[src/design/pong_pkg.sv]
`default_nettype none

package pong_pkg;

  // Screen coordinate width covering the full 800 by 525 raster
  localparam int COORD_W = 10;

  // Twelve bit colour with four bits per channel
  typedef struct packed {
    logic [3:0] r;
    logic [3:0] g;
    logic [3:0] b;
  } rgb_t;

  // Current beam position with its sync levels
  typedef struct packed {
    logic [COORD_W-1:0] x;
    logic [COORD_W-1:0] y;
    logic               active;
    logic               hs;
    logic               vs;
  } beam_t;

  // One output pixel with colour and syncs
  typedef struct packed {
    rgb_t colour;
    logic hs;
    logic vs;
  } video_t;

  // Controls of one player
  typedef struct packed {
    logic up;
    logic down;
  } buttons_t;

  // Ball engine states
  typedef enum logic [0:0] {
    SERVE = 1'b0,
    PLAY  = 1'b1
  } game_state_t;

  // Playfield geometry in pixels
  localparam int PADDLE_W      = 4;
  localparam int PADDLE_MARGIN = 4;
  localparam int BALL_SIZE     = 4;
  localparam int PADDLE_STEP   = 2;
  // Frames the ball rests at centre before play
  localparam int SERVE_FRAMES  = 2;

  // Palette
  localparam rgb_t LEFT_COLOR  = '{r: 4'hF, g: 4'h0, b: 4'h0};
  localparam rgb_t RIGHT_COLOR = '{r: 4'h0, g: 4'h0, b: 4'hF};
  localparam rgb_t BALL_COLOR  = '{r: 4'hF, g: 4'hF, b: 4'hF};
  localparam rgb_t BG_COLOR    = '{r: 4'h0, g: 4'h0, b: 4'h0};

endpackage

`default_nettype wire

[src/design/ball_engine.sv]
`timescale 1ns/10ps
`default_nettype none

module ball_engine
  import pong_pkg::*;
#(
  parameter int H_ACTIVE = 640,
  parameter int V_ACTIVE = 480,
  parameter int PADDLE_H = 48
) (
  input  wire                 clk,
  input  wire                 rst_n,
  input  wire                 frame_tick,
  input  wire  [COORD_W-1:0]  left_y,
  input  wire  [COORD_W-1:0]  right_y,
  output logic [COORD_W-1:0]  ball_x,
  output logic [COORD_W-1:0]  ball_y
);

  localparam int CNT_W = $clog2(SERVE_FRAMES + 1);

  localparam logic [COORD_W-1:0] X_MAX     = COORD_W'(H_ACTIVE - BALL_SIZE);
  localparam logic [COORD_W-1:0] Y_MAX     = COORD_W'(V_ACTIVE - BALL_SIZE);
  localparam logic [COORD_W-1:0] X_CENTRE  = COORD_W'((H_ACTIVE - BALL_SIZE) / 2);
  localparam logic [COORD_W-1:0] Y_CENTRE  = COORD_W'((V_ACTIVE - BALL_SIZE) / 2);
  // Ball x where its edge touches a paddle face
  localparam logic [COORD_W-1:0] LEFT_HIT  = COORD_W'(PADDLE_MARGIN + PADDLE_W);
  localparam logic [COORD_W-1:0] RIGHT_HIT =
    COORD_W'(H_ACTIVE - PADDLE_MARGIN - PADDLE_W - BALL_SIZE);
  localparam logic [COORD_W-1:0] BALL_SZ   = COORD_W'(BALL_SIZE);
  localparam logic [COORD_W-1:0] PAD_H     = COORD_W'(PADDLE_H);

  game_state_t      state;
  logic [CNT_W-1:0] serve_cnt;
  // Direction flags where 1 means right or down
  logic             dir_x;
  logic             dir_y;

  logic             dx;
  logic             dy;
  logic             hit_left;
  logic             hit_right;
  logic             miss;

  // Bounce and miss decisions on the current position
  always_comb begin
    hit_left  = (ball_y + BALL_SZ > left_y) && (ball_y < left_y + PAD_H);
    hit_right = (ball_y + BALL_SZ > right_y) && (ball_y < right_y + PAD_H);
    dx = dir_x;
    dy = dir_y;
    // Top and bottom walls
    if ((ball_y == '0 && !dir_y) || (ball_y == Y_MAX && dir_y)) begin
      dy = !dir_y;
    end
    if (!dir_x && ball_x == LEFT_HIT && hit_left) begin
      dx = 1'b1;
    end
    if (dir_x && ball_x == RIGHT_HIT && hit_right) begin
      dx = 1'b0;
    end
    miss = (ball_x == '0 && !dir_x) || (ball_x == X_MAX && dir_x);
  end

  always_ff @(posedge clk) begin
    if (!rst_n) begin
      state     <= SERVE;
      serve_cnt <= '0;
      dir_x     <= 1'b1;
      dir_y     <= 1'b1;
      ball_x    <= X_CENTRE;
      ball_y    <= Y_CENTRE;
    end else if (frame_tick) begin
      case (state)
        SERVE: begin
          // Ball holds still while waiting and on the last tick
          serve_cnt <= serve_cnt + 1'b1;
          if (serve_cnt + 1'b1 == CNT_W'(SERVE_FRAMES)) begin
            state <= PLAY;
          end
        end
        PLAY: begin
          if (miss) begin
            // Re-serve towards the player who just scored
            ball_x    <= X_CENTRE;
            ball_y    <= Y_CENTRE;
            dir_x     <= !dir_x;
            dir_y     <= dy;
            state     <= SERVE;
            serve_cnt <= '0;
          end else begin
            dir_x  <= dx;
            dir_y  <= dy;
            ball_x <= dx ? ball_x + 1'b1 : ball_x - 1'b1;
            ball_y <= dy ? ball_y + 1'b1 : ball_y - 1'b1;
          end
        end
        default: state <= SERVE;
      endcase
    end
  end

endmodule

`default_nettype wire

[src/design/paddle_ctrl.sv]
`timescale 1ns/10ps
`default_nettype none

module paddle_ctrl
  import pong_pkg::*;
#(
  parameter int V_ACTIVE = 480,
  parameter int PADDLE_H = 48
) (
  input  wire                 clk,
  input  wire                 rst_n,
  input  wire                 frame_tick,
  input  buttons_t            btn,
  output logic [COORD_W-1:0]  pos_y
);

  // Lowest legal top row
  localparam logic [COORD_W-1:0] Y_MAX  = COORD_W'(V_ACTIVE - PADDLE_H);
  localparam logic [COORD_W-1:0] Y_INIT = COORD_W'((V_ACTIVE - PADDLE_H) / 2);
  localparam logic [COORD_W-1:0] STEP   = COORD_W'(PADDLE_STEP);

  always_ff @(posedge clk) begin
    if (!rst_n) begin
      pos_y <= Y_INIT;
    end else if (frame_tick) begin
      // Both or neither pressed holds position
      if (btn.up && !btn.down) begin
        pos_y <= (pos_y < STEP) ? '0 : pos_y - STEP;
      end else if (btn.down && !btn.up) begin
        // Clamp at the bottom edge
        pos_y <= (pos_y + STEP > Y_MAX) ? Y_MAX : pos_y + STEP;
      end
    end
  end

endmodule

`default_nettype wire

[src/design/pixel_render.sv]
`timescale 1ns/10ps
`default_nettype none

module pixel_render
  import pong_pkg::*;
#(
  parameter int H_ACTIVE = 640,
  parameter int PADDLE_H = 48
) (
  input  wire                 clk,
  input  wire                 rst_n,
  input  beam_t               beam,
  input  wire  [COORD_W-1:0]  left_y,
  input  wire  [COORD_W-1:0]  right_y,
  input  wire  [COORD_W-1:0]  ball_x,
  input  wire  [COORD_W-1:0]  ball_y,
  output video_t              video
);

  // Paddle columns where the right one mirrors the left
  localparam logic [COORD_W-1:0] LEFT_X0  = COORD_W'(PADDLE_MARGIN);
  localparam logic [COORD_W-1:0] LEFT_X1  = COORD_W'(PADDLE_MARGIN + PADDLE_W - 1);
  localparam logic [COORD_W-1:0] RIGHT_X0 = COORD_W'(H_ACTIVE - PADDLE_MARGIN - PADDLE_W);
  localparam logic [COORD_W-1:0] RIGHT_X1 = COORD_W'(H_ACTIVE - PADDLE_MARGIN - 1);
  localparam logic [COORD_W-1:0] BALL_SZ  = COORD_W'(BALL_SIZE);
  localparam logic [COORD_W-1:0] PAD_H    = COORD_W'(PADDLE_H);

  logic in_ball;
  logic in_left;
  logic in_right;
  rgb_t colour;

  always_comb begin
    in_ball  = (beam.x >= ball_x) && (beam.x < ball_x + BALL_SZ) &&
               (beam.y >= ball_y) && (beam.y < ball_y + BALL_SZ);
    in_left  = (beam.x >= LEFT_X0) && (beam.x <= LEFT_X1) &&
               (beam.y >= left_y) && (beam.y < left_y + PAD_H);
    in_right = (beam.x >= RIGHT_X0) && (beam.x <= RIGHT_X1) &&
               (beam.y >= right_y) && (beam.y < right_y + PAD_H);
    // Ball drawn over paddles
    if (!beam.active) begin
      colour = '0;
    end else if (in_ball) begin
      colour = BALL_COLOR;
    end else if (in_left) begin
      colour = LEFT_COLOR;
    end else if (in_right) begin
      colour = RIGHT_COLOR;
    end else begin
      colour = BG_COLOR;
    end
  end

  // Syncs delayed with the colour so they leave aligned
  always_ff @(posedge clk) begin
    if (!rst_n) begin
      video <= '{colour: '0, hs: 1'b1, vs: 1'b1};
    end else begin
      video <= '{colour: colour, hs: beam.hs, vs: beam.vs};
    end
  end

endmodule

`default_nettype wire

[src/design/pong_core.sv]
`timescale 1ns/10ps
`default_nettype none

module pong_core
  import pong_pkg::*;
#(
  parameter int H_ACTIVE = 640,
  parameter int H_FP     = 16,
  parameter int H_SYNC   = 96,
  parameter int H_BP     = 48,
  parameter int V_ACTIVE = 480,
  parameter int V_FP     = 10,
  parameter int V_SYNC   = 2,
  parameter int V_BP     = 33,
  parameter int PADDLE_H = 48
) (
  input  wire      clk,
  input  wire      rst_n,
  input  buttons_t left_btn,
  input  buttons_t right_btn,
  output video_t   video
);

  beam_t              beam;
  logic               frame_tick;
  logic [COORD_W-1:0] left_y;
  logic [COORD_W-1:0] right_y;
  logic [COORD_W-1:0] ball_x;
  logic [COORD_W-1:0] ball_y;

  // Raster generator
  vga_timing #(
    .H_ACTIVE(H_ACTIVE), .H_FP(H_FP), .H_SYNC(H_SYNC), .H_BP(H_BP),
    .V_ACTIVE(V_ACTIVE), .V_FP(V_FP), .V_SYNC(V_SYNC), .V_BP(V_BP)
  ) vga_timing_inst (
    .clk(clk), .rst_n(rst_n), .beam(beam), .frame_tick(frame_tick)
  );

  // Players
  paddle_ctrl #(.V_ACTIVE(V_ACTIVE), .PADDLE_H(PADDLE_H)) left_paddle_inst (
    .clk(clk), .rst_n(rst_n), .frame_tick(frame_tick), .btn(left_btn), .pos_y(left_y)
  );

  paddle_ctrl #(.V_ACTIVE(V_ACTIVE), .PADDLE_H(PADDLE_H)) right_paddle_inst (
    .clk(clk), .rst_n(rst_n), .frame_tick(frame_tick), .btn(right_btn), .pos_y(right_y)
  );

  // Ball sees paddle rows from before this tick
  ball_engine #(
    .H_ACTIVE(H_ACTIVE), .V_ACTIVE(V_ACTIVE), .PADDLE_H(PADDLE_H)
  ) ball_engine_inst (
    .clk(clk), .rst_n(rst_n), .frame_tick(frame_tick),
    .left_y(left_y), .right_y(right_y), .ball_x(ball_x), .ball_y(ball_y)
  );

  pixel_render #(.H_ACTIVE(H_ACTIVE), .PADDLE_H(PADDLE_H)) pixel_render_inst (
    .clk(clk), .rst_n(rst_n), .beam(beam), .left_y(left_y), .right_y(right_y),
    .ball_x(ball_x), .ball_y(ball_y), .video(video)
  );

endmodule

`default_nettype wire

[src/design/tt_um_pong.sv]
`timescale 1ns/10ps
`default_nettype none

module tt_um_pong
  import pong_pkg::*;
#(
  parameter int H_ACTIVE = 640,
  parameter int H_FP     = 16,
  parameter int H_SYNC   = 96,
  parameter int H_BP     = 48,
  parameter int V_ACTIVE = 480,
  parameter int V_FP     = 10,
  parameter int V_SYNC   = 2,
  parameter int V_BP     = 33,
  parameter int PADDLE_H = 48
) (
  input  wire [7:0] ui_in,
  output wire [7:0] uo_out,
  input  wire [7:0] uio_in,
  output wire [7:0] uio_out,
  output wire [7:0] uio_oe,
  input  wire       ena,
  input  wire       clk,
  input  wire       rst_n
);

  buttons_t left_btn;
  buttons_t right_btn;
  video_t   video;
  logic     vga_sel;

  // Input pmod with two buttons per player
  assign left_btn  = '{up: ui_in[0], down: ui_in[1]};
  assign right_btn = '{up: ui_in[2], down: ui_in[3]};
  // Selects the output pmod wiring
  assign vga_sel   = ui_in[7];

  pong_core #(
    .H_ACTIVE(H_ACTIVE), .H_FP(H_FP), .H_SYNC(H_SYNC), .H_BP(H_BP),
    .V_ACTIVE(V_ACTIVE), .V_FP(V_FP), .V_SYNC(V_SYNC), .V_BP(V_BP),
    .PADDLE_H(PADDLE_H)
  ) pong_core_inst (
    .clk(clk), .rst_n(rst_n), .left_btn(left_btn), .right_btn(right_btn), .video(video)
  );

  // Sel 1 drives the single 2 bit pmod and sel 0 splits red and blue here
  assign uo_out = vga_sel ?
    {video.hs, video.colour.b[0], video.colour.g[0], video.colour.r[0],
     video.vs, video.colour.b[1], video.colour.g[1], video.colour.r[1]} :
    {video.colour.b, video.colour.r};
  // Green and syncs on the bidirectional pmod which is only driven for sel 0
  assign uio_out = {2'b00, video.vs, video.hs, video.colour.g};
  assign uio_oe  = vga_sel ? 8'h00 : 8'hFF;

endmodule

`default_nettype wire

[src/design/vga_timing.sv]
`timescale 1ns/10ps
`default_nettype none

module vga_timing
  import pong_pkg::*;
#(
  parameter int H_ACTIVE = 640,
  parameter int H_FP     = 16,
  parameter int H_SYNC   = 96,
  parameter int H_BP     = 48,
  parameter int V_ACTIVE = 480,
  parameter int V_FP     = 10,
  parameter int V_SYNC   = 2,
  parameter int V_BP     = 33
) (
  input  wire   clk,
  input  wire   rst_n,
  output beam_t beam,
  output logic  frame_tick
);

  localparam int H_TOTAL = H_ACTIVE + H_FP + H_SYNC + H_BP;
  localparam int V_TOTAL = V_ACTIVE + V_FP + V_SYNC + V_BP;

  // Sync windows for the active low pulses
  localparam logic [COORD_W-1:0] HS_START = COORD_W'(H_ACTIVE + H_FP);
  localparam logic [COORD_W-1:0] HS_END   = COORD_W'(H_ACTIVE + H_FP + H_SYNC);
  localparam logic [COORD_W-1:0] VS_START = COORD_W'(V_ACTIVE + V_FP);
  localparam logic [COORD_W-1:0] VS_END   = COORD_W'(V_ACTIVE + V_FP + V_SYNC);

  logic [COORD_W-1:0] x_nxt;
  logic [COORD_W-1:0] y_nxt;

  // Next beam position wrapping at end of line and end of frame
  always_comb begin
    x_nxt = beam.x + 1'b1;
    y_nxt = beam.y;
    if (beam.x == COORD_W'(H_TOTAL - 1)) begin
      x_nxt = '0;
      if (beam.y == COORD_W'(V_TOTAL - 1)) begin
        y_nxt = '0;
      end else begin
        y_nxt = beam.y + 1'b1;
      end
    end
  end

  // Flags derived from the next position so they line up with the counters
  always_ff @(posedge clk) begin
    if (!rst_n) begin
      beam       <= '{x: '0, y: '0, active: 1'b1, hs: 1'b1, vs: 1'b1};
      frame_tick <= 1'b0;
    end else begin
      beam.x      <= x_nxt;
      beam.y      <= y_nxt;
      beam.active <= (x_nxt < COORD_W'(H_ACTIVE)) && (y_nxt < COORD_W'(V_ACTIVE));
      beam.hs     <= !((x_nxt >= HS_START) && (x_nxt < HS_END));
      beam.vs     <= !((y_nxt >= VS_START) && (y_nxt < VS_END));
      // First blanking line starts the vertical retrace window
      frame_tick  <= (x_nxt == '0) && (y_nxt == COORD_W'(V_ACTIVE));
    end
  end

endmodule

`default_nettype wire

[config.mk]
export PLATFORM = sky130hd
export DESIGN_NAME = tt_um_pong
export DESIGN_NICKNAME = d
export VERILOG_FILES = /design/src/design/pong_pkg.sv /design/src/design/ball_engine.sv /design/src/design/paddle_ctrl.sv /design/src/design/pixel_render.sv /design/src/design/pong_core.sv /design/src/design/tt_um_pong.sv /design/src/design/vga_timing.sv
export SDC_FILE = /design/constraint.sdc
export NUM_CORES = 1
export LEC_CHECK = 0
export ABC_AREA = 1
export BUFFER_PORTS_ARGS = -buffer_cell sky130_fd_sc_hd__buf_2
export CAP_MARGIN = 20
export CORE_ASPECT_RATIO = 0.9
export CORE_MARGIN = 2
export CORE_UTILIZATION = 50
export CTS_CLUSTER_SIZE = 12
export DETAILED_ROUTE_END_ITERATION = 10
export PLACE_DENSITY = 0.67
export SLEW_MARGIN = 15
export SYNTH_ARGS = -nofsm -noshare
export SYNTH_HDL_FRONTEND = slang
export SYNTH_HIERARCHICAL = 1
export SYNTH_SLANG_ARGS = --single-unit
[constraint.sdc]
create_clock -name clk -period 4.45 [get_ports clk]
set_input_delay 1.335 -clock clk [delete_from_list [all_inputs] [get_ports clk]]
set_output_delay 1.335 -clock clk [all_outputs]
set_load 0.005 [all_outputs]
==> results.cfg <==
[finish]
diodes = 0
layout.nets = 1546
fin_util_pct = 55.28
drive_gt1_share_pct = 9.698
syn_to_final_growth_pct = 7.713
n_fill_cell = 1770

[synthesis]
netlist_area_um2 = 8727
avgSynthCellArea_um2 = 6.393
yosys.area.top_type_share_pct = 19.78
yosys.area_share.adder_pct = 20.24
synthTopCellsByArea = ha_1, dfxtp_1, nand2_1, inv_1, nand3_1
synthMuxAreaShare_pct = 0
ys_warn_count = 6
yosysUniqueCellTypes = 49
synthArstFlopShare_pct = 0
synth_top_cell_by_area = ha_1
synth_compound_area_share_pct = 11.73
synth_top_family_by_area = simple AND/OR/NAND/NOR gates
ys_seq_elements = 72
synthSimpleGateAreaFrac_pct = 34.24
yosysSeqAreaShare_pct = 16.52
synth-main-ff-cell = dfxtp_1
synth-xor-area-share_pct = 5.118
synth_edf_count = 0
synthCells = 1365

[worst_setup_path]
required_ns = 4.66
path_class = reg2reg
critical_path.max_fanout = 12
startpoint_type = flop
crit_arrival_ns = 4.06
critPathCaptureType = flop

[cts]
cts_resized = 0
cts_tree = done
clk_pin_slew_worst_paths_ns = 0.06
h-tree-depth = 3
cts_sinks = 72
clockBufferDepth = 2
clock_latency_ns = 0.35
cts_made_buffers = 9
post_cts_buffers = 0
ctsHoldBuffers = 0
root_buffer = clkbuf_16

[pwr]
p_leak_nw = 5.072
p_per_area_nw_per_um2 = 166.9
max-vdd-ir-drop_mv = 0.1555
totalPowerFinal_w = 0.001569

[grt]
antenna_found_initial = 0
grt_pass1_vias = 7476
grt_pass1_wl_mm = 36.24
grt-ovfl-total = 0
grt_util_all_layers_pct = 24.39
grt_max_degree = 30

[sta]
fin_crit_ns = 3.842
maxSlewViolCount = 0
tns_ns = 0
hold_violations = 0
finalSetupViolCount = 0
finalCritPeriodShare_pct = 86.34
skew_ns = 0.005532
rsz0062_at_grt = false
slew_headroom_pct = 60.11
max_freq_mhz = 260.3
tightestPinTransition_ns = 0.5976

[flow_run]
drv_cap = 0

[route]
wirelength_mm = 21.70
drt_pre_antenna_iters = 5
avgRoutedWirePerCell_um = 13.34
num_vias = 8336
viasPerCell = 5.124
dr.first_iter.drc_count = 525
drcViolationCount = 0
ant_nets = 0

[floorplanning]
die_h_um = 129.3
die_w_um = 143.3
die_area_um2 = 18530
num_io_pins = 43
num_rows = 45
fp.coreArea_um2 = 17000
start_util_pct = 51.32

[hold_path]
hold_class = reg2reg

[outcome]
status = finished clean

[placed_design]
io_buffers = 28
dp_hpwl_mm = 16.85
gp_congestion = 0.8758
state kept, by name, indices dropped and copies added (netlist names):
signal,flops
pong_core_inst/ball_engine_inst/ball_x,10
pong_core_inst/ball_engine_inst/ball_y,10
pong_core_inst/ball_engine_inst/dir_x,1
pong_core_inst/ball_engine_inst/dir_y,1
pong_core_inst/ball_engine_inst/serve_cnt,2
pong_core_inst/ball_engine_inst/state,1
pong_core_inst/left_paddle_inst/pos_y,9
pong_core_inst/pixel_render_inst/video,5
pong_core_inst/right_paddle_inst/pos_y,9
pong_core_inst/vga_timing_inst/beam,23
pong_core_inst/vga_timing_inst/frame_tick,1
layer usage:
metal / GRT usage (%) / up-vias / part of all wire, % / wire length, um
li1: - / 4444 / - / -
met1: 34.54 / 3703 / 50 / 10920
met2: 40.11 / 175 / 44 / 9523
met3: 3.400 / 14 / 4.9 / 1067
met4: 4.383 / 0 / 0.87 / 189
met5: 0 / - / 0 / 0
cells in the mapped netlist, types with 18 or more instances:
library cell and count:
xor2_1 46, ha_1 138, nand4_1 20, nor2_1 118
buf_4 20, inv_1 208, o21ai_0 42, a21oi_1 82
nand2_2 25, nand2_1 351, nand3_1 90, nor3_1 18
dfxtp_1 72
placed cells by master (no fill, tap or decap), drive strengths merged, types with 2 or more instances in the layout:
master  Yosys  layout
o21bai     10      10
nand3      98      98
bufinv      0       3
dfxtp      72      72
nand3b      5       5
nand4      21      21
inv       217     217
nor3       23      23
xnor2       5       5
xor2       46      46
ha        138     138
or2         4       4
nand2     377     377
conb        3       4
a21oi      86      86
clkbuf      7      11
buf        27      44
o21ai      52      52
a211oi      4       4
clkinv      1       3
a31oi       4       4
a31o        3       3
fa          2       2
o211ai      8       8
a21o        9       9
nor2      134     134
nor3b       4       4
cell families (layout without fill, tap and decap cells):
kind of cell             count (synthesis)  count (layout)
AND/OR/NAND/NOR                        668             668
buffers and inverters                  252             278
AO/OA/AOI/OAI                          179             179
adder cells (fa/ha/maj)                140             140
flip-flops                              72              72
XOR/XNOR                                51              51
other                                    3               4
power by group:
| part | internal, W | switching [W] | total, W |
|---|---|---|---|
| clock network | 0.000563 | 0.000295 | 0.000858 |
| registers | 0.000647 | 0.00000388 | 0.000651 |
| logic | 0.0000198 | 0.0000399 | 0.0000597 |
critical path, cell delays in order (launching register included):
cell and delay [ns]:
dfxtp_1 0.32, nand3_1 0.13, nor3b_1 0.35, nand3_1 0.14
xor2_1 0.20, ha_1 0.32, nand2_1 0.08, nor2_1 0.17
nand3_1 0.09, nor2_1 0.12, nor2_1 0.06, nand3_1 0.10
nand2_2 0.10, nand2_4 0.14, inv_1 0.07, fa_1 0.37
or2_2 0.31, nand2_1 0.06, a21o_2 0.14, nand2_1 0.05
nand2_1 0.06, nand2_1 0.05, nand2_1 0.08, a21oi_1 0.06
o21ai_1 0.08, a21oi_1 0.07
worst paths after layout:
check	start	end	slack, ns	cells past startpoint
hold / removal	pong_core_inst/vga_timing_inst/beam[0]	pong_core_inst/pixel_render_inst/video[0]	0.40	2
setup reg to reg	pong_core_inst/ball_engine_inst/ball_y[4]	pong_core_inst/ball_engine_inst/ball_x[6]	0.61	25
setup / recovery	pong_core_inst/ball_engine_inst/ball_y[4]	pong_core_inst/ball_engine_inst/ball_x[6]	0.61	25
hold reg to reg	pong_core_inst/vga_timing_inst/beam[0]	pong_core_inst/pixel_render_inst/video[0]	0.40	2
through the flow:
stage | cell area [um2] | cells | setup WS, ns | hold slack, ns
global route | 9400 | 1627 | 0.1636 | 0.4242
detailed placement | 9054 | 1611 | 0.6291 | 0.3963
global placement | 9054 | 1611 | 0.6492 | 0.3927
floorplan | 8731 | 1366 | 0.7887 | 0.3795
CTS | 9400 | 1627 | 0.6115 | 0.4114
finish | 9400 | 1627 | 0.6080 | 0.4045
area by class of cell:
class | instances | area [um2] | area share (%)
Multi-Input combinational cell | 1042 | 6240 | 66.38
Clock inverter | 5 | 103.9 | 1.105
Inverter | 218 | 818.3 | 8.705
Sequential cell | 72 | 1441 | 15.33
Clock buffer | 11 | 242.7 | 2.582
Tap cell | 235 | 294.0 | 3.128
Timing Repair Buffer | 44 | 260.3 | 2.769
Note: power is estimated with default switching activity, not from simulation.
